`src/bpu_pkg.sv`:
```
package bpu_pkg;

    localparam int xlen = 32;
    localparam int hist_len = 16;

    // bimodal table, indexed by pc[9:1]
    localparam int bim_entries = 512;
    localparam int bim_idx_w = 9;
    localparam int bim_idx_lsb = 1;

    // tagged tables T0 and T1
    localparam int tag_entries = 256;
    localparam int tag_idx_w = 8;
    localparam int tag_w = 10;
    localparam int partial_tag_w = 6; // top tag bits compared on lookup
    localparam int tag_pc_lsb = 8;    // tag hashed from pc[17:8]

    // branch target buffer
    localparam int btb_entries = 256;
    localparam int btb_idx_w = 8;
    localparam int btb_idx_lsb = 2;
    localparam int btb_tag_w = 22; // upper pc bits

    // return address stack
    localparam int ras_depth = 16;
    localparam int ras_ptr_w = 5; // reaches ras_depth

    typedef logic [1:0] counter_t; // msb set means taken

    localparam counter_t ctr_strong_nt = 2'b00;
    localparam counter_t ctr_weak_nt = 2'b01;
    localparam counter_t ctr_weak_t = 2'b10;
    localparam counter_t ctr_strong_t = 2'b11;

    // link registers for call and return detection
    localparam logic [4:0] reg_ra = 5'd1;
    localparam logic [4:0] reg_t0 = 5'd5;

    typedef enum logic [1:0] {prov_bimodal, prov_t0, prov_t1} provider_e;

    typedef enum logic [6:0] {
        op_branch = 7'b1100011,
        op_jal = 7'b1101111,
        op_jalr = 7'b1100111
    } opcode_e;

    typedef enum logic [2:0] {kind_none, kind_branch, kind_jal, kind_jalr, kind_ret} inst_kind_e;

endpackage

```
`src/branch_decode.sv`:
```
`timescale 1ns/1ps

module branch_decode import bpu_pkg::*; (
    input logic [xlen-1:0] inst_i,
    output inst_kind_e kind_o,
    output logic [xlen-1:0] branch_imm_o,
    output logic [xlen-1:0] jal_imm_o
);

    logic [4:0] rd;
    logic [4:0] rs1;
    logic is_ret;

    assign rd = inst_i[11:7];
    assign rs1 = inst_i[19:15];

    // jalr x0, 0(ra) or 0(t0)
    assign is_ret = (rd == 5'd0) && ((rs1 == reg_ra) || (rs1 == reg_t0)) &&
                    (inst_i[31:20] == 12'd0);

    always_comb begin
        case (inst_i[6:0])
            op_branch: kind_o = kind_branch;
            op_jal: kind_o = kind_jal;
            op_jalr: kind_o = is_ret ? kind_ret : kind_jalr;
            default: kind_o = kind_none;
        endcase
    end

    // B-type offset
    assign branch_imm_o = {{(xlen-12){inst_i[31]}}, inst_i[7], inst_i[30:25],
                           inst_i[11:8], 1'b0};

    // J-type offset
    assign jal_imm_o = {{(xlen-20){inst_i[31]}}, inst_i[19:12], inst_i[20],
                        inst_i[30:21], 1'b0};

endmodule

```
`config.mk`:
```
export PLATFORM = sky130hd
export DESIGN_NAME = branch_decode
export DESIGN_NICKNAME = d
export VERILOG_FILES = /design/src/bpu_pkg.sv /design/src/branch_decode.sv
export SDC_FILE = /design/constraint.sdc
export NUM_CORES = 1
export LEC_CHECK = 0
export BUFFER_PORTS_ARGS = -buffer_cell sky130_fd_sc_hd__buf_2
export CAP_MARGIN = 20
export CORE_AREA = 8 8 62 48
export DETAILED_ROUTE_END_ITERATION = 8
export DIE_AREA = 0 0 70 56
export PLACE_DENSITY = 0.92
export SYNTH_ARGS = -nofsm -noshare
export SYNTH_HDL_FRONTEND = slang
export SYNTH_SLANG_ARGS = --single-unit
```
`constraint.sdc`:
```
create_clock -name vclk -period 1.6
set_input_delay 0 -clock vclk [all_inputs]
set_output_delay 0 -clock vclk [all_outputs]
set_load 0.005 [all_outputs]
```
; Word level (Yosys, flattened, before mapping)
; Index checks and enable logic that the tools add are counted.
[word_totals]
ff_bits = 0
in_bits = 32
elab_cells = 12
[op_classes]
eq_ne = 5
muxes = 2
n_reduce_logical = 5
[op_table]
columns = cell, count
row1 = "== test 7 bit, second input constant", 3
row2 = zero test 12 bit, 1
row3 = case mux 3 bit (3 select lines), 1
row4 = "== test 5 x 1 -> 1 bit, second input constant", 1
row5 = "== test 5 x 3 -> 1 bit, second input constant", 1
row6 = zero test 5 bit, 1
row7 = two-way mux 3 bit, 1
row8 = logical AND 1 bit, 2
row9 = logical OR 1 bit, 1

; Logic depth before layout (Yosys ltp)
; Gate-level depths: netlist of run 1.
[logic_depth]
ltp_word = 6
depth_mapped = 3
depth_no_buf = 3

; Worst setup path before layout of run 1
; No wires, ideal clock.
[synth_path]
kind = input to output
from = input inst_i[8]
to = output kind_o[2]
arrival_time_ns = 0.826
required_time_ns = 1.600
path_slack_ns = 0.774
stages = 3
n_path_buf = 0
cell_sequence = or4_4 > nor3_2 > and3b_1
[synth_between]
elab_chain_cells = 5
[synth_lines]
columns = element, line_no
row1 = from (decl), branch_decode.sv:4  ; input logic [xlen-1:0] inst_i,
row2 = zero test 5 bit, branch_decode.sv:18  ; assign is_ret = (rd == 5'd0) && ((rs1 == reg_ra) || (rs1 == reg_t0)) &&
row3 = logical AND 1 bit (2 in series), branch_decode.sv:18
row4 = two-way mux 3 bit, branch_decode.sv:25  ; op_jalr: kind_o = is_ret ? kind_ret : kind_jalr;
row5 = case mux 3 bit (3 select lines), branch_decode.sv:22  ; case (inst_i[6:0])
row6 = to (decl), branch_decode.sv:5  ; output inst_kind_e kind_o,
; Every way passes these cells.

; Worst setup path after layout of run 1
; Ends and elaborated chain as after synthesis.

==> summary.md, run 1 <==
## Routing
- Routed Antenna Nets: 0
- number of DRC violations after detailed-routing iteration 0: 4
- DRC Markers: 0
- routed len/inst: 13.9 um
- drt first pass iters: 3
- Final Routed Wirelength: 1.81 mm
- via density per instance: 3.87
- number of vias after detailed routing: 503

## Pwr
- Static Leak: 0.395 nW
- cell area power density: 246 nW/um^2
- worst voltage drop across the vdd grid: 0.111 mV

## Worst setup path
- kind of critical path: in2out
- Worst EP arrival: 1.04 ns
- Critical Path Sink Type: primary output
- Critical Path RT: 1.60 ns
- startpoint type of the worst setup path: primary input
- largest driver fanout on the critical path: 2

## Finish
- layout cells sized above 1: 0.858
- synth-to-layout area growth: -0.212%
- area taken by flip-flops and latches: 0 sq um
- clk_buf instances: 0
- Seq cells: 0
- top library cells by usage in the layout, fill and taps aside: sky130_fd_sc_hd__buf_2, sky130_fd_sc_hd__nor4_1, sky130_fd_sc_hd__conb_1
- number of nets at the end of the flow: 140
- leading cell type in the layout, fill and taps excluded: sky130_fd_sc_hd__buf_2
- final antenna diode count: 0

## Clocking
- buffers inserted during post-CTS setup optimization: 0
- cts hold-fix bufs: 0
- total of cells resized after clock tree synthesis: 0

## Worst hold path
- path type of the worst min-delay path: in2out
- Hold Path Depth: 0

## Global routing
- vias in the first global route: 564
- grt met2 use: 0.166
- antenna violations before repair: 0
- aggregate global-route resource usage: 0.0754
- pin count of the biggest net entering global routing: 34
- grt peak-use layer: met2
- total global routing overflow: 0
- global-route track usage on met1: 0.0645
- wire length of the first global-routing pass: 2.64 mm
- global-route met3 utilization: 0.0267

## Synthesis
- top cell type by total area after synthesis: sky130_fd_sc_hd__buf_4
- fraction of the mapped netlist area in adder cells: 0
- multiplexer share of the synthesized area: 0
- Post-Synth Simple-Gate Area: 0.161
- Post-Syn Instances: 80
- cell types occupying the most area after synthesis: sky130_fd_sc_hd__buf_4, sky130_fd_sc_hd__nor4_1, sky130_fd_sc_hd__or4_4
- proportion of synthesized chip area in sequential cells: 0
- mean area per synthesized cell: 7.38 sq um
- area share of the largest cell type after synthesis: 0.814
- post-synthesis compound-gate area fraction: 0.0191
- combinational family with the most area after synthesis: buffers and inverters
- count of yosys warnings during synthesis: 0
- combined area of all synthesized cells: 591 sq um
- count of different cell masters after synthesis: 15
- xor/xnor cell area share of the yosys netlist: 0

## Flow run
- max-cap violations: 0

## STA
- achievable clock frequency: 960 MHz
- RSZ-0062 raised after global routing: false
- Total Negative Setup Slacks: 0 ns
- Hold Fails Final Rpt: 0
- share of the clock period used by the worst path after layout: 0.651
- endpoints failing setup: 0
- number of slew-limit violations in the final report: 0
- worst hold slack across all endpoints: 0.00000805 ns
- crit path time final: 1.04 ns

## Placed design
- routability cong.: 0.838
- IO Port Bufs: 89
- detailed-placement wirelength estimate: 1.72 mm

## Floorplanning
- Die Area: 3920 sq um
- DIE HEIGHT: 56 um
- std cell rows: 14
- x dimension of the die: 70 um
- core area: 2030 sq um
- number of I/O pins: 99
- effective utilization at floorplan: 0.291

## Run status
- result of the run: finished, final reports clean

-- power by group --
| group | leakage [nW] | switching, mW | internal (mW) |
|---|---|---|---|
| Clock | 0 | 0 | 0 |
| Combinational | 0.395 | 0.0684 | 0.0766 |
| Sequential | 0 | 0 | 0 |
-- synthesized netlist by cell type --
cell type and instances:
sky130_fd_sc_hd__a21oi_1 1, sky130_fd_sc_hd__nor3_2 1, sky130_fd_sc_hd__nor4_1 3, sky130_fd_sc_hd__nand3b_1 1
sky130_fd_sc_hd__or4_4 1, sky130_fd_sc_hd__a31oi_1 1, sky130_fd_sc_hd__nor2_1 1, sky130_fd_sc_hd__nand3_1 1
sky130_fd_sc_hd__conb_1 1, sky130_fd_sc_hd__nand2b_1 1, sky130_fd_sc_hd__and4b_1 1, sky130_fd_sc_hd__nor3_1 1
sky130_fd_sc_hd__and4_1 1, sky130_fd_sc_hd__and3b_1 1, sky130_fd_sc_hd__buf_4 64
-- worst paths after layout --
| path | startpoint | to |
|---|---|---|
| worst max-delay path | inst_i[8] | kind_o[2] |
| worst min-delay path | inst_i[14] | jal_imm_o[14] |
-- stage by stage --
step / setup WS [ns] / util / cells / area [sq um] / power, mW
5_1_grt: 0.484 / 0.290 / 130 / 589 / 0.160
4_1_cts: 0.546 / 0.290 / 130 / 589 / 0.149
6_report: 0.559 / 0.290 / 130 / 589 / 0.145
3_5_place_dp: 0.546 / 0.290 / 130 / 589 / 0.149
2_1_floorplan: 0.774 / - / 81 / 594 / 0.137
3_3_place_gp: 0.568 / 0.290 / 130 / 589 / 0.147
-- cell type report --
cell class,instances,area (sq um)
Timing Repair Buffer,89,445
Multi-Input combinational cell,17,114
Tap cell,24,30.0
Fill cell,223,1440
-- worst max-delay path, stage by stage --
cell,delay (ns)
sky130_fd_sc_hd__buf_2,0.10
sky130_fd_sc_hd__or4_4,0.53
sky130_fd_sc_hd__nor3_2,0.13
sky130_fd_sc_hd__and3b_1,0.17
sky130_fd_sc_hd__buf_2,0.11
-- routing by layer --
layer,wire (um),share of wire
met5,0,0
met4,0,0
met3,172,0.095
met2,1020,0.56
met1,618,0.34
-- logic make-up (layout without fill, tap and decap cells) --
logic type,count (synthesis),in the layout
buf+inv,64,89
other cells,1,2
compound gates,2,2
simple gates,13,13
No activity file was read; power rests on OpenSTA's default activity.
==> run 2, diff against run 1 <==
- CORE_AREA: 8 8 62 48 -> 8 8 66 51
- DIE_AREA: 0 0 70 56 -> 0 0 74 59
- PLACE_DENSITY: 0.92 -> 0.84
- clock period: 1.6 -> 0.8 ns (I/O delays scaled with it)
==> summary.md, run 2 (synthesis gave the netlist of run 1 again) <==
## STA
- achievable clock frequency: 949 MHz
- number of slew-limit violations in the final report: 0
- share of the clock period used by the worst path after layout: 1.32
- Total Negative Setup Slacks: -0.617 ns
- RSZ-0062 raised after global routing: true
- crit path time final: 1.05 ns
- endpoints failing setup: 3
- Hold Fails Final Rpt: 0
- final critical-path setup slack: -0.253 ns

## Pwr
- Static Leak: 0.442 nW
- sum of internal, switching and leakage power: 330 uW
- cell area power density: 485 nW/um^2
- worst voltage drop across the vdd grid: 0.191 mV

## Global routing
- global-route met3 utilization: 0.0118
- vias in the first global route: 499
- grt met2 use: 0.155
- aggregate global-route resource usage: 0.0691
- grt peak-use layer: met2
- pin count of the biggest net entering global routing: 33
- antenna violations before repair: 0
- wire length of the first global-routing pass: 2.53 mm
- total global routing overflow: 0
- global-route track usage on met1: 0.0639

## Run status
- violations in the final reports: setup timing
- result of the run: finished with violations

## Finish
- fill count: 254
- layout cells sized above 1: 0.877
- top library cells by usage in the layout, fill and taps aside: sky130_fd_sc_hd__buf_2, sky130_fd_sc_hd__buf_4, sky130_fd_sc_hd__nor4_1, sky130_fd_sc_hd__conb_1
- area taken by flip-flops and latches: 0 sq um
- final antenna diode count: 0
- Final Core Density: 0.290
- Seq cells: 0
- clk_buf instances: 0
- number of nets at the end of the flow: 148
- synth-to-layout area growth: 15.3%
- leading cell type in the layout, fill and taps excluded: sky130_fd_sc_hd__buf_2
- cell area after layout: 681 sq um

## Floorplanning
- std cell rows: 15
- DIE HEIGHT: 59 um
- effective utilization at floorplan: 0.252
- Die Area: 4370 sq um
- number of I/O pins: 99
- x dimension of the die: 74 um
- core area: 2350 sq um

## Worst setup path
- largest driver fanout on the critical path: 2
- Critical Path Sink Type: primary output
- startpoint type of the worst setup path: primary input
- kind of critical path: in2out
- Worst EP arrival: 1.05 ns
- Critical Path, Cell by Cell: buf_6 > or4_4 > nor3_4 > and3b_1 > buf_2
- largest stage delay on the critical path: 0.55 ns
- Critical Path RT: 0.80 ns
- cell at the slowest stage of the critical path: sky130_fd_sc_hd__or4_4

## Flow run
- max-cap violations: 0

## Placed design
- routability cong.: 0.741
- detailed-placement wirelength estimate: 1.84 mm
- IO Port Bufs: 89
- placement-stage cell area: 654 sq um

## Routing
- number of DRC violations after detailed-routing iteration 0: 4
- DRC Markers: 0
- Final Routed Wirelength: 1.97 mm
- number of vias after detailed routing: 517
- drt first pass iters: 2
- routed len/inst: 13.3 um
- Routed Antenna Nets: 0
- via density per instance: 3.49

## Clocking
- cts hold-fix bufs: 0

## Worst hold path
- path type of the worst min-delay path: in2out

## run 2: cell types whose count changed in the layout (fill, tap and decap cells not counted)
cell                     before  now
sky130_fd_sc_hd__buf_4        0    8
sky130_fd_sc_hd__nor3_4       0    1
sky130_fd_sc_hd__buf_2       89   88
sky130_fd_sc_hd__nor3_2       1    0
sky130_fd_sc_hd__nor4_2       0    1
sky130_fd_sc_hd__nor4_1       3    2
sky130_fd_sc_hd__buf_6        0    1
## run 2: critical path: cells and delay by family
kind	cells	cell delay, ns
buffers and inverters	2	0.20
AND/OR/NAND/NOR	3	0.86
## run 2: where the power goes
group	switching [mW]	internal, mW
Combinational	0.148	0.182
Clock	0	0
Sequential	0	0
## run 2: what timing repair did
action | 4_1_cts | 5_1_grt
setup buffers | 1 | 0
setup endpoints to repair | 3 | 3
endpoints found under the hold margin | 0 | 0
pin swaps | 1 | 1
gates resized for setup | 2 | 1
## run 2: layout make-up
type	instances	area, sq um	area share
Tap cell	34	42.5	0.0625
Multi-Input combinational cell	17	126	0.186
Timing Repair Buffer	97	512	0.752
## run 2: final timing paths
kind  slack, ns             to  cells past startpoint       start
min    0.000002  jal_imm_o[14]                      0  inst_i[14]
max       -0.25      kind_o[2]                      5   inst_i[8]
## run 2: through the flow
step / setup slack, ns / cells / hold slack, ns
global route: -0.273 / 148 / 0.00000795
floorplan: -0.0227 / 81 / 0.0678
finish: -0.253 / 148 / 0.00000170
CTS: -0.241 / 148 / 0.0000453
detailed placement: -0.261 / 147 / 0.0000453
global placement: -0.234 / 147 / 0.0000453
## run 2: metal layers
layer | wire length (um) | vias to the layer above
li1 | - | 265
met1 | 598 | 220
met4 | 0 | 0
met2 | 1110 | 32
met3 | 253 | 0
met5 | 0 | -
