`config.mk`:
```
export PLATFORM = sky130hd
export DESIGN_NAME = return_stack
export DESIGN_NICKNAME = d
export VERILOG_FILES = /design/src/bpu_pkg.sv /design/src/return_stack.sv
export SDC_FILE = /design/constraint.sdc
export NUM_CORES = 1
export LEC_CHECK = 0
export BUFFER_PORTS_ARGS = -buffer_cell sky130_fd_sc_hd__buf_2
export CAP_MARGIN = 10
export CORE_ASPECT_RATIO = 1.25
export CORE_MARGIN = 1
export CORE_UTILIZATION = 40
export CTS_BUF_LIST = sky130_fd_sc_hd__clkbuf_16
export DETAILED_ROUTE_END_ITERATION = 8
export PLACE_DENSITY_LB_ADDON = 0.12
export SLEW_MARGIN = 30
export SYNTH_ARGS = -nofsm -noshare
export SYNTH_HDL_FRONTEND = slang
export SYNTH_SLANG_ARGS = --single-unit
```
`constraint.sdc`:
```
create_clock -name clk -period 9.2 [get_ports clk]
set_input_delay 1.84 -clock clk [delete_from_list [all_inputs] [get_ports clk]]
set_output_delay 1.84 -clock clk [all_outputs]
set_load 0.1 [all_outputs]
```
`src/bpu_pkg.sv`:
```
package bpu_pkg;

    localparam int xlen = 32;
    localparam int hist_len = 16;

    // bimodal table, indexed by pc[9:1]
    localparam int bim_entries = 512;
    localparam int bim_idx_w = 9;
    localparam int bim_idx_lsb = 1;

    // tagged tables T0 and T1
    localparam int tag_entries = 256;
    localparam int tag_idx_w = 8;
    localparam int tag_w = 10;
    localparam int partial_tag_w = 6; // top tag bits compared on lookup
    localparam int tag_pc_lsb = 8;    // tag hashed from pc[17:8]

    // branch target buffer
    localparam int btb_entries = 256;
    localparam int btb_idx_w = 8;
    localparam int btb_idx_lsb = 2;
    localparam int btb_tag_w = 22; // upper pc bits

    // return address stack
    localparam int ras_depth = 16;
    localparam int ras_ptr_w = 5; // reaches ras_depth

    typedef logic [1:0] counter_t; // msb set means taken

    localparam counter_t ctr_strong_nt = 2'b00;
    localparam counter_t ctr_weak_nt = 2'b01;
    localparam counter_t ctr_weak_t = 2'b10;
    localparam counter_t ctr_strong_t = 2'b11;

    // link registers for call and return detection
    localparam logic [4:0] reg_ra = 5'd1;
    localparam logic [4:0] reg_t0 = 5'd5;

    typedef enum logic [1:0] {prov_bimodal, prov_t0, prov_t1} provider_e;

    typedef enum logic [6:0] {
        op_branch = 7'b1100011,
        op_jal = 7'b1101111,
        op_jalr = 7'b1100111
    } opcode_e;

    typedef enum logic [2:0] {kind_none, kind_branch, kind_jal, kind_jalr, kind_ret} inst_kind_e;

endpackage

```
`src/return_stack.sv`:
```
`timescale 1ns/1ps

module return_stack import bpu_pkg::*; (
    input logic clk,
    input logic rst,
    input logic push_i,
    input logic [xlen-1:0] push_data_i,
    input logic pop_i,
    output logic top_valid_o,
    output logic [xlen-1:0] top_o
);

    logic [xlen-1:0] stack_mem [ras_depth];
    logic [ras_ptr_w-1:0] sp_q; // next free slot
    logic [ras_ptr_w-1:0] sp_popped;
    logic [ras_ptr_w-2:0] top_idx;
    logic do_pop;
    logic do_push;

    // pop resolves first, a push in the same cycle reuses the freed slot
    assign do_pop = pop_i && (sp_q != '0);
    assign sp_popped = do_pop ? sp_q - 1'b1 : sp_q;
    assign do_push = push_i && (sp_popped != ras_ptr_w'(ras_depth)); // full drops push

    always_ff @(posedge clk or posedge rst) begin
        if (rst)
            sp_q <= '0;
        else
            sp_q <= sp_popped + ras_ptr_w'(do_push);
    end

    always_ff @(posedge clk) begin
        if (do_push)
            stack_mem[sp_popped[ras_ptr_w-2:0]] <= push_data_i;
    end

    // wraps to the last slot when the stack is full
    assign top_idx = sp_q[ras_ptr_w-2:0] - 1'b1;

    assign top_valid_o = (sp_q != '0);
    assign top_o = stack_mem[top_idx];

endmodule

```
======== Yosys cells after proc, flatten, opt, wreduce, memory -nomap -nowiden ========
Memory sizes are Yosys's and may differ from the RTL's.
Index checks and enable logic that the tools add are counted.
word-level totals
  output and inout port bits .............. 33
  RAM bits ................................ 512
  memories ................................ 1
  register bits after elaboration ......... 5
  word-level logic and storage cells ...... 12
cells by class
  muxes and demuxes ....................... 3
  add/subtract/negate cells ............... 3
  reductions and logical operators ........ 3
  equal/unequal tests ..................... 1
memory list
  memory     words  bits a word  rd ports  clocked after Yosys merged registers in  wr ports  line                text
  stack_mem  16     32           1         0                                        1         return_stack.sv:13  logic [xlen-1:0] stack_mem [ras_depth];
operator list
  kind                 count
  $add 5x1->5          1
  $mux 5               1
  $ne 5x5->1 const B   1
  $reduce_bool 5->1    1
  $sub 5x1->5 const B  1
  $sub 4x1->4 const B  1
  $logic_and 1x1->1    2
  $mux 1               2

======== Depth between registers and ports, before layout ========
Gate-level depths: netlist of run 1.
  depth after elaboration ................. 7
  depth in mapped cells ................... 15
  gate-level depth less buffers ........... 11

======== Least setup slack after synthesis of run 1 ========
OpenSTA, ideal clock, no wires.
  path type ............................... register -> output
  start ................................... reg sp_q[0]
  end ..................................... out top_o[10]
  data required time ...................... 7360 ps
  setup slack ............................. 4312 ps
  arrival ................................. 3048 ps
  stages on the path, launching flop included .. 11
  cells stage by stage .................... dfrtp_1 > clkbuf_1 > buf_6 > buf_2 > inv_1 > ha_1 > clkbuf_1 > clkbuf_1 > clkbuf_1 > mux4_2 > mux4_2
between the ends
  cells in the longest elaborated chain, start to end .. 2
ends and longest elaborated chain
  item                      line                text
  start: declaration        return_stack.sv:14  logic [ras_ptr_w-1:0] sp_q;
  start signal: assignment  return_stack.sv:29  sp_q <= sp_popped + ras_ptr_w'(do_push);
  $sub 4x1->4               return_stack.sv:38  assign top_idx = sp_q[ras_ptr_w-2:0] - 1'b1;
  $mem_v2 16x32             -
  end: declaration          return_stack.sv:10  output logic [xlen-1:0] top_o
Every way passes these cells.

======== Worst setup path in the final report of run 1 ========
  start ................................... reg sp_q[0]
  end ..................................... out top_o[18]
The elaborated chain is that of the path after synthesis.

==> reports/metrics.csv, run 1 <==
stage,metric,value,unit
route,DRT iter0 DRCs,588,
sta,RSZ-0062 raised after global routing,false,
sta,Final min period,6460,ps
synthesis,"EDFF count, synth",512,
hold_path,worst hold path type,flip-flop to flip-flop,
critical_path,CP max-delay cell,dfrtp_4,
critical_path,flop2flop setup slack,4380,ps
critical_path,crit path max fanout,83,
layout,Reg area,15500,um^2
global_routing,gr ovfl total,0,
sta,final hold viol count,0,
global_routing,GRT met1 Usage,23.9,%
synthesis,Synth async-reset ratio,0.967,%
clock_network,TritonCTS Buffers,51,
hold_path,Min-Delay Endpoint,sp_q[4],
place,DP Cell Count,1511,
clock_network,maximum root-to-sink buffer count,3,
global_routing,first-pass GRT wire length,65900,um
critical_path,reg2reg end,stack_mem[0][22],
synthesis,mean post-synth cell area,24.6,um^2
synthesis,Post-Syn Instances,809,
clock_network,htree depth,2,
clock_network,CTS tree,built,
sta,max_slew headroom,38.6,%
synthesis,register bit total from synthesis,517,
synthesis,Cell variety after synth,43,
synthesis,top_reg_cell synth,edfxtp_1,
place,DP Wirelength,23600,um
hold_path,hold path cells,2,
sta,slew of the pin with the lowest slew margin,921,ps
clock_network,Post-CTS Setup Inserts,0,
layout,final cell count without fillers,1609,
clock_network,clock slew at reported path FFs,60,ps
global_routing,GRT Util Overall,18.2,%
synthesis,sequential fraction of the synthesis area,77.9,%
floorplan,Chip Height,251,um
route,WL/cell,27.8,um
floorplan,Top-Level Pins,69,
critical_path,Worst setup SP type,flip-flop,
clock_network,CTS Sinks,517,
floorplan,# rows,91,
sta,"Slew Viols, Final",0,
route,vias per cell,5.52,
floorplan,Die W,201,um
route,DRT Pass-1 Iters,4,
critical_path,kind of critical path,flip-flop to output pin,
layout,area of the multi-input gates,4320,um^2
floorplan,Starting Density,40.5,%
global_routing,M3 GR Usage,2.96,%
route,vias,8875,
layout,Final #Nets,955,
clock_network,Worst-Skew Late Latency,570,ps
critical_path,worst-case reg-to-reg path depth,7,
layout,synth-to-layout area growth,14.7,%
place,I/O Buffers,68,
global_routing,Top Usage Layer GRT,met2,
floorplan,core area,49200,um^2
flow_run,max cap viols,0,
global_routing,vias in the first global route,9525,
route,Final ANT Viol Nets,0,
critical_path,Worst EP required,7360,ps
critical_path,WP data arrival,4620,ps
sta,Sum Neg Setup Slack,0,ps
synthesis,Syn. warnings,0,
clock_network,post_cts resized,0,
critical_path,reg-to-reg startpoint,sp_q[0],
sta,skew final,10.1,ps
global_routing,largest net degree at the start of global routing,84,
critical_path,Critical Path End Type,output pin,
sta,FMAX,0.155,GHz
outcome,status,finished clean,
layout,filler instances,4139,
layout,layout cells sized above 1,36.5,%
route,Post-Route WL,44800,um
clock_network,CTS Hold Bufs,0,
critical_path,CP cell instances,inv_1 -> ha_4 -> buf_12 -> mux4_2 -> mux4_2 -> buf_2,
sta,Final setup viols,0,
clock_network,Root Buffer,clkbuf_16,
synthesis,Post-Syn Area,19900,um^2
sta,"Period Utilization, post-route",70.2,%
floorplan,die footprint,50600,um^2
place,routability cong.,0.762,
route,DRC viols,0,
hold_path,min-delay src,sp_q[4],
critical_path,Worst path max stage delay,960,ps
global_routing,initial antenna violation count,3,
global_routing,met2 Use GR,31.5,%
synthesis,post-synth net total,849,
critical_path,"Top cell by count, worst path",mux4_2,
worst max path at each step:
stage,startpoint,endpoint,slack (ps),cells past startpoint
2_1_floorplan,sp_q[0],top_o[10],4310,10
3_3_place_gp,sp_q[0],top_o[18],3290,6
3_5_place_dp,sp_q[0],top_o[18],3250,6
4_1_cts,sp_q[0],top_o[18],2630,6
5_1_grt,sp_q[0],top_o[18],2460,6
6_report,sp_q[0],top_o[18],2740,6
final cells by class:
class                      instances  area share, %
timing repair buffer              95           2.52
antenna                            1         0.0110
tap                              651           3.57
inverter                           7          0.115
clock inverter                    44           1.33
multi-input combinational        243           18.9
clock buffer                      51           5.59
sequential                       517           67.9
per-stage QoR:
step | setup WS (ps) | utilization (%) | hold slack (ps) | area [um^2]
floorplan | 4310 | - | 686 | 19900
global placement | 3290 | 43.1 | 769 | 21200
detailed placement | 3250 | 43.2 | 767 | 21200
CTS | 2630 | 46.4 | 785 | 22800
global route | 2460 | 46.4 | 866 | 22800
finish | 2740 | 46.4 | 785 | 22800
synth_stat cells, types with 2 or more instances:
cell type	instances	area share [%]
edfxtp_1	512	77
mux4_2	160	18
nor2_1	21	0.40
clkbuf_1	18	0.34
buf_2	12	0.30
buf_4	10	0.38
inv_1	7	0.13
a21oi_1	5	0.13
dfrtp_1	5	0.63
nand2_1	5	0.094
ha_1	4	0.25
o21ai_0	4	0.10
xnor2_1	4	0.18
nand4_1	3	0.094
a211oi_1	2	0.075
a21bo_2	2	0.10
a32oi_1	2	0.088
and3_1	2	0.063
buf_6	2	0.11
mux2i_1	2	0.10
nand3_1	2	0.050
nor3_1	2	0.050
or3_1	2	0.063
xor2_1	2	0.088
worst max-delay path, delay by kind of cell (launching register included):
kind	cells	cell delay [ps]
adder cells (fa/ha/maj)	1	860
multiplexers	2	940
flip-flops	1	960
buffers and inverters	3	1030
metal layers:
layer / share of wire (%) / wire length (um)
met1: 42 / 18800
met2: 51 / 23000
met3: 4.6 / 2050
met4: 2.0 / 885
met5: 0.049 / 22
state kept, by name (all words and copies together), names as in the netlist:
| register | count |
|---|---|
| sp_q | 5 |
| stack_mem | 512 |
cells by family after synthesis:
| group | after synthesis | share of synthesized area (%) |
|---|---|---|
| adder cells (fa/ha/maj) | 4 | 0.252 |
| buffers and inverters | 49 | 1.26 |
| XOR/XNOR | 6 | 0.264 |
| multiplexers | 162 | 18.2 |
| flip-flops | 517 | 77.9 |
| AO/OA/AOI/OAI | 23 | 0.843 |
| AND/OR/NAND/NOR | 48 | 1.28 |
cells in the final DEF (no fill, tap or decap), types with 3 or more instances in the layout:
| cell type | instances |
|---|---|
| a21oi_4 | 4 |
| buf_2 | 70 |
| buf_4 | 22 |
| bufinv_16 | 4 |
| clkbuf_16 | 51 |
| clkinv_1 | 13 |
| clkinv_2 | 8 |
| dfrtp_1 | 4 |
| edfxtp_1 | 512 |
| ha_1 | 3 |
| inv_1 | 21 |
| inv_6 | 4 |
| mux4_2 | 160 |
| nand2_1 | 5 |
| nand4_1 | 3 |
| nor2_1 | 9 |
| nor2_4 | 12 |
| o21ai_0 | 3 |
Power of run 1 is not shown: default switching activity piles up to over one toggle a cycle in this logic, so the estimate is an artifact.
==> run 2, diff against run 1 <==
--- a/config.mk
+++ b/config.mk
@@ -5,6 +5,7 @@
 export SDC_FILE = /design/constraint.sdc
 export NUM_CORES = 1
 export LEC_CHECK = 0
+export ABC_AREA = 1
 export BUFFER_PORTS_ARGS = -buffer_cell sky130_fd_sc_hd__buf_2
 export CAP_MARGIN = 10
 export CORE_ASPECT_RATIO = 1.25
==> constraint.sdc (replaced) <==
create_clock -name clk -period 5.9 [get_ports clk]
set_input_delay 1.18 -clock clk [delete_from_list [all_inputs] [get_ports clk]]
set_output_delay 1.18 -clock clk [all_outputs]
set_load 0.1 [all_outputs]
==> run 2 against run 1 <==
Effect of this change:
- sequential share of layout area is 2.0 points lower
- synthesized cell count is 83% higher
- hold slack worse by 300 ps
- wire length is 20% higher
- flip-flop and latch count stayed put
- utilization is 0.34 points higher
- register-to-register slack worse by 2300 ps
- highest routed layer unchanged
==> reports/metrics.csv, run 2 <==
stage,metric,value,unit
outcome,status,finished clean,
sta,Final setup viols,0,
global_routing,initial antenna violation count,4,
sta,max_slew headroom,33.1,%
synthesis,Cell variety after synth,29,
synthesis,mean post-synth cell area,13.7,um^2
sta,FMAX,0.212,GHz
global_routing,gr ovfl total,0,
synthesis,top_reg_cell synth,edfxtp_1,
synthesis,most numerous cell in the Yosys netlist,edfxtp_1,
synthesis,Synth Area in Adders,0.246,%
route,vias per cell,5.59,
critical_path,kind of critical path,flip-flop to output pin,
layout,"commonest non-fill, non-tap cells in the layout","edfxtp_1 (512), nor2_1 (284), o21ai_0 (267)",
clock_network,maximum root-to-sink buffer count,3,
synthesis,Post-Syn Instances,1479,
synthesis,post-synth net total,1519,
clock_network,CTS Hold Bufs,0,
synthesis,Compound-Gate Fraction of Synth Area,12.6,%
synthesis,"EDFF count, synth",512,
sta,Sum Neg Setup Slack,0,ps
sta,slew of the pin with the lowest slew margin,1000,ps
place,routability cong.,0.741,
layout,synth-to-layout area growth,15.7,%
critical_path,Crit path depth,10,
layout,antenna cells,0,
layout,"most common cell after layout, fill and taps aside",edfxtp_1,
synthesis,synth top area cells,"edfxtp_1 (76%), o21ai_0 (6.6%), nor2_1 (5.4%)",
synthesis,post-synth top area cell,edfxtp_1,
synthesis,main combinational cell family by area after synthesis,compound AO/OA/AOI/OAI gates,
sta,Final min period,4720,ps
global_routing,vias in the first global route,12400,
hold_path,worst hold path type,input port to async pin,
global_routing,first-pass GRT wire length,80100,um
critical_path,Worst EP required,4720,ps
route,Post-Route WL,53600,um
floorplan,Starting Density,40.4,%
synthesis,top cell type's share of synthesized area,75.7,%
critical_path,worst path bufs/invs,4,
sta,RSZ-0062 raised after global routing,false,
critical_path,WP data arrival,3540,ps
layout,filler instances,4403,
synthesis,multiplexer share of the synthesized area,0,%
floorplan,Top-Level Pins,69,
route,WL/cell,24.1,um
critical_path,worst-case reg-to-reg path depth,12,
clock_network,CTS Sinks,517,
clock_network,Post-CTS Setup Inserts,0,
global_routing,largest net degree at the start of global routing,202,
floorplan,core area,50300,um^2
floorplan,Chip Height,254,um
critical_path,CP cell instances,inv_8 -> ha_1 -> nand2_1 -> nand2_2 -> clkinv_2 -> buf_4 -> o221ai_1 -> nand3_1 -> o21ai_1 -> buf_12,
floorplan,# rows,92,
synthesis,Syn. warnings,0,
place,I/O Buffers,68,
critical_path,reg-to-reg startpoint,sp_q[0],
critical_path,Worst setup SP type,flip-flop,
route,DRC viols,0,
sta,"Slew Viols, Final",0,
route,DRT iter0 DRCs,827,
floorplan,Die W,204,um
clock_network,post_cts resized,0,
synthesis,sequential fraction of the synthesis area,76.3,%
clock_network,TritonCTS Buffers,50,
clock_network,CTS tree,built,
critical_path,Worst Setup SP,sp_q[0],
global_routing,GRT Util Overall,21.2,%
synthesis,simple-gate share of the synthesized area,8.04,%
critical_path,crit path max fanout,43,
route,DRT Pass-1 Iters,5,
clock_network,clock slew at reported path FFs,60,ps
flow_run,max cap viols,0,
clock_network,htree depth,2,
synthesis,commonest cells in the netlist,"edfxtp_1 (512), nor2_1 (290), o21ai_0 (267), o221ai_1 (76), clkbuf_1 (69)",
layout,number of flip-flops in the largest register,512,
critical_path,CP max-delay cell,clkinv_2,
sta,"Period Utilization, post-route",80.1,%
synthesis,register bit total from synthesis,517,
critical_path,kind of cell adding the most delay to the critical path,buffers and inverters,
layout,Reg area,15500,um^2
synthesis,Post-Syn Area,20300,um^2
synthesis,Synth async-reset ratio,0.967,%
critical_path,Worst path max stage delay,650,ps
layout,layout cells sized above 1,13.3,%
sta,final hold viol count,0,
layout,area of the multi-input gates,4380,um^2
floorplan,die footprint,51700,um^2
critical_path,Critical Path End Type,output pin,
route,vias,12500,
synthesis,area share of xor/xnor cells in the synthesized design,0.129,%
route,Final ANT Viol Nets,0,
sta,skew final,22.1,ps
clock_network,Root Buffer,clkbuf_16,
place,DP Wirelength,27000,um
clock_network,Worst-Skew Late Latency,610,ps
layout,Final #Nets,1573,
run 2: kinds of logic after synthesis:
family | Yosys count
and+or+nand+nor | 402
xor gates and xnor gates | 3
buffers and inverters | 124
adders and majority gates | 4
DFF | 517
AOI/OAI and AO/OA | 429
run 2: area by class of cell:
| class | instances | area share [%] |
|---|---|---|
| clock buffers | 51 | 5.43 |
| clock inverters | 38 | 0.990 |
| inverters | 20 | 0.362 |
| multi-input cells | 838 | 18.6 |
| flip-flops and latches | 517 | 66.0 |
| well taps | 658 | 3.50 |
| repair buffers | 106 | 5.15 |
run 2: stage by stage:
stage | util (%) | cells | setup WS [ps] | hold WS [ps] | cell area [um^2]
after global routing | 46.7 | 2228 | 890 | 474 | 23500
after global placement | 43.7 | 2139 | 1800 | 755 | 22000
after CTS | 46.7 | 2228 | 1140 | 464 | 23500
after detailed placement | 43.7 | 2139 | 1800 | 758 | 22000
final | 46.7 | 2228 | 1180 | 488 | 23500
after floorplan | - | 1479 | 1480 | 664 | 20300
run 2: worst reg2reg max path: stages (launching register included):
cell and delay, ps:
dfrtp_4 500, inv_8 100, ha_1 210, nand2_1 80, nand2_2 80, buf_4 600, nand3_2 150, o21ai_2 200
nor2_4 100, nand3_2 90, nand2_4 250, nor2_4 730, buf_4 420
run 2: worst paths after layout:
path                                     end  slack, ps
hold / removal                       sp_q[3]        490
hold reg to reg                      sp_q[1]        770
max in group asynchronous            sp_q[0]       5210
setup reg to reg           stack_mem[15][15]       2040
setup / recovery                   top_o[22]       1180
min in group clk                     sp_q[1]        770
run 2: per-layer routing:
layer / track usage, % / routed length (um)
met1: 28.1 / 22900
met2: 36.7 / 27400
met3: 3.06 / 2360
met4: 5.11 / 1000
met5: 0 / 42
Power of run 2 is left out for the same reason.
==> run 3, diff against run 2 <==
--- a/config.mk
+++ b/config.mk
@@ -5,7 +5,7 @@
 export SDC_FILE = /design/constraint.sdc
 export NUM_CORES = 1
 export LEC_CHECK = 0
-export ABC_AREA = 1
+export ABC_AREA = 0
 export BUFFER_PORTS_ARGS = -buffer_cell sky130_fd_sc_hd__buf_2
 export CAP_MARGIN = 10
 export CORE_ASPECT_RATIO = 1.25
==> constraint.sdc (replaced) <==
create_clock -name clk -period 4.8 [get_ports clk]
set_input_delay 0.96 -clock clk [delete_from_list [all_inputs] [get_ports clk]]
set_output_delay 0.96 -clock clk [all_outputs]
set_load 0.1 [all_outputs]
==> run 3 against run 2 <==
Effect of this change:
- worst setup slack lost 790 ps
- hold slack lost 130 ps
- wire length shrank 20%
- via count shrank 30%
- critical path type unchanged
- global-route usage shrank 3.8 points
- sequential share of layout area grew 1.5 points
- cell count shrank 28%
==> reports/metrics.csv, run 3 (synthesis results as in run 1) <==
stage,metric,value,unit
clock_network,CTS Hold Bufs,0,
route,Post-Route WL,43100,um
layout,number of flip-flops in the largest register,512,
critical_path,CP max-delay cell,ha_4,
critical_path,Worst setup SP type,flip-flop,
layout,filler instances,4091,
critical_path,kind of critical path,flip-flop to output pin,
route,vias,8776,
outcome,status,finished clean,
layout,Final #Nets,959,
critical_path,Critical Path End Type,output pin,
floorplan,Starting Density,40.5,%
critical_path,worst path bufs/invs,3,
clock_network,Root Buffer,clkbuf_16,
clock_network,Worst-Skew Late Latency,560,ps
sta,Final min period,4410,ps
clock_network,TritonCTS Buffers,50,
place,DP Wirelength,23900,um
sta,Final setup viols,0,
route,WL/cell,26.8,um
critical_path,WP data arrival,3450,ps
floorplan,Top-Level Pins,69,
layout,"most common cell after layout, fill and taps aside",edfxtp_1,
floorplan,Die W,201,um
place,routability cong.,0.687,
route,DRT Pass-1 Iters,4,
floorplan,# rows,91,
hold_path,worst hold path type,input port to async pin,
sta,slew of the pin with the lowest slew margin,971,ps
clock_network,Post-CTS Setup Inserts,0,
clock_network,maximum root-to-sink buffer count,3,
clock_network,CTS Sinks,517,
global_routing,largest net degree at the start of global routing,107,
place,I/O Buffers,68,
global_routing,first-pass GRT wire length,64400,um
clock_network,CTS tree,built,
sta,skew final,7.42,ps
route,DRC viols,0,
critical_path,"Top cell by count, worst path",mux4_2,
sta,RSZ-0062 raised after global routing,false,
sta,max_slew headroom,35.2,%
sta,final hold viol count,0,
floorplan,Chip Height,251,um
clock_network,post_cts resized,0,
layout,Reg area,15500,um^2
critical_path,Worst EP required,3840,ps
critical_path,kind of cell adding the most delay to the critical path,multiplexers,
critical_path,CP cell instances,inv_1 -> ha_4 -> buf_12 -> mux4_2 -> mux4_2 -> buf_2,
layout,layout cells sized above 1,36.3,%
layout,"commonest non-fill, non-tap cells in the layout","edfxtp_1 (512), mux4_2 (160), buf_2 (69)",
layout,area of the multi-input gates,4320,um^2
sta,Sum Neg Setup Slack,0,ps
global_routing,GRT Util Overall,17.4,%
global_routing,vias in the first global route,9451,
sta,"Slew Viols, Final",0,
sta,FMAX,0.227,GHz
critical_path,Worst path max stage delay,640,ps
global_routing,gr ovfl total,0,
route,vias per cell,5.45,
floorplan,die footprint,50600,um^2
layout,synth-to-layout area growth,15.4,%
floorplan,core area,49200,um^2
sta,"Period Utilization, post-route",92.0,%
route,Final ANT Viol Nets,0,
critical_path,crit path max fanout,36,
clock_network,htree depth,2,
clock_network,clock slew at reported path FFs,60,ps
route,DRT iter0 DRCs,513,
global_routing,initial antenna violation count,2,
flow_run,max cap viols,0,
## run 3: changes by cell type in the layout (fill, tap and decap cells not counted), moves of 6 or more
cell	change
nor2_1	-275
o21ai_0	-264
mux4_2	+160
o221ai_1	-75
nand2_1	-47
o22ai_1	-42
nand3_1	-36
buf_2	+33
o211ai_1	-29
buf_12	-28
buf_4	-11
o21ai_1	-10
clkinv_2	-6
nand2_2	-6
## run 3: final timing paths
check	from	endpoint	slack, ps	cells past startpoint
worst max-delay path	sp_q[1]	top_o[22]	390	6
worst min-delay path	rst	sp_q[4]	360	2
worst max register to register	sp_q[0]	stack_mem[3][14]	1260	7
worst min register to register	sp_q[4]	sp_q[4]	790	2
max in group asynchronous	rst	sp_q[0]	4160	2
min in group clk	push_data_i[6]	stack_mem[7][6]	770	1
## run 3: metal layers
| layer | global-route usage [%] | vias to the layer above | routed length, um |
|---|---|---|---|
| li1 | - | 3732 | - |
| met2 | 30.0 | 168 | 22400 |
| met5 | 0 | - | 0 |
| met3 | 2.36 | 59 | 1560 |
| met1 | 23.4 | 4817 | 18300 |
| met4 | 4.44 | 0 | 839 |
## run 3: area by class of cell
class,count,share of cell area (%)
Tap cell,651,3.55
Sequential cell,517,67.5
Inverter,7,0.114
Antenna cell,1,0.0109
Timing Repair Buffer,100,3.26
Clock buffer,53,5.77
Clock inverter,38,1.01
Multi-Input combinational cell,243,18.8
## run 3: worst register-to-register path, cell delays in order (launching register included)
cell      delay [ps]
dfrtp_4          500
inv_1            210
ha_1             430
nor4bb_1         420
mux2i_1          380
o221ai_1         460
nor2_4           180
buf_4            570
## run 3: metrics by stage
step                      hold slack [ps]  cell area (um^2)  cells  worst slack (ps)  util (%)
after floorplan                       686             19900    809               118         -
after global placement                778             21400   1516               853      43.4
after detailed placement              773             21400   1517               925      43.5
after CTS                             346             22900   1608               313      46.6
after global routing                  350             23000   1609               239      46.7
final                                 359             23000   1610               386      46.7
Power of run 3 is left out for the same reason.
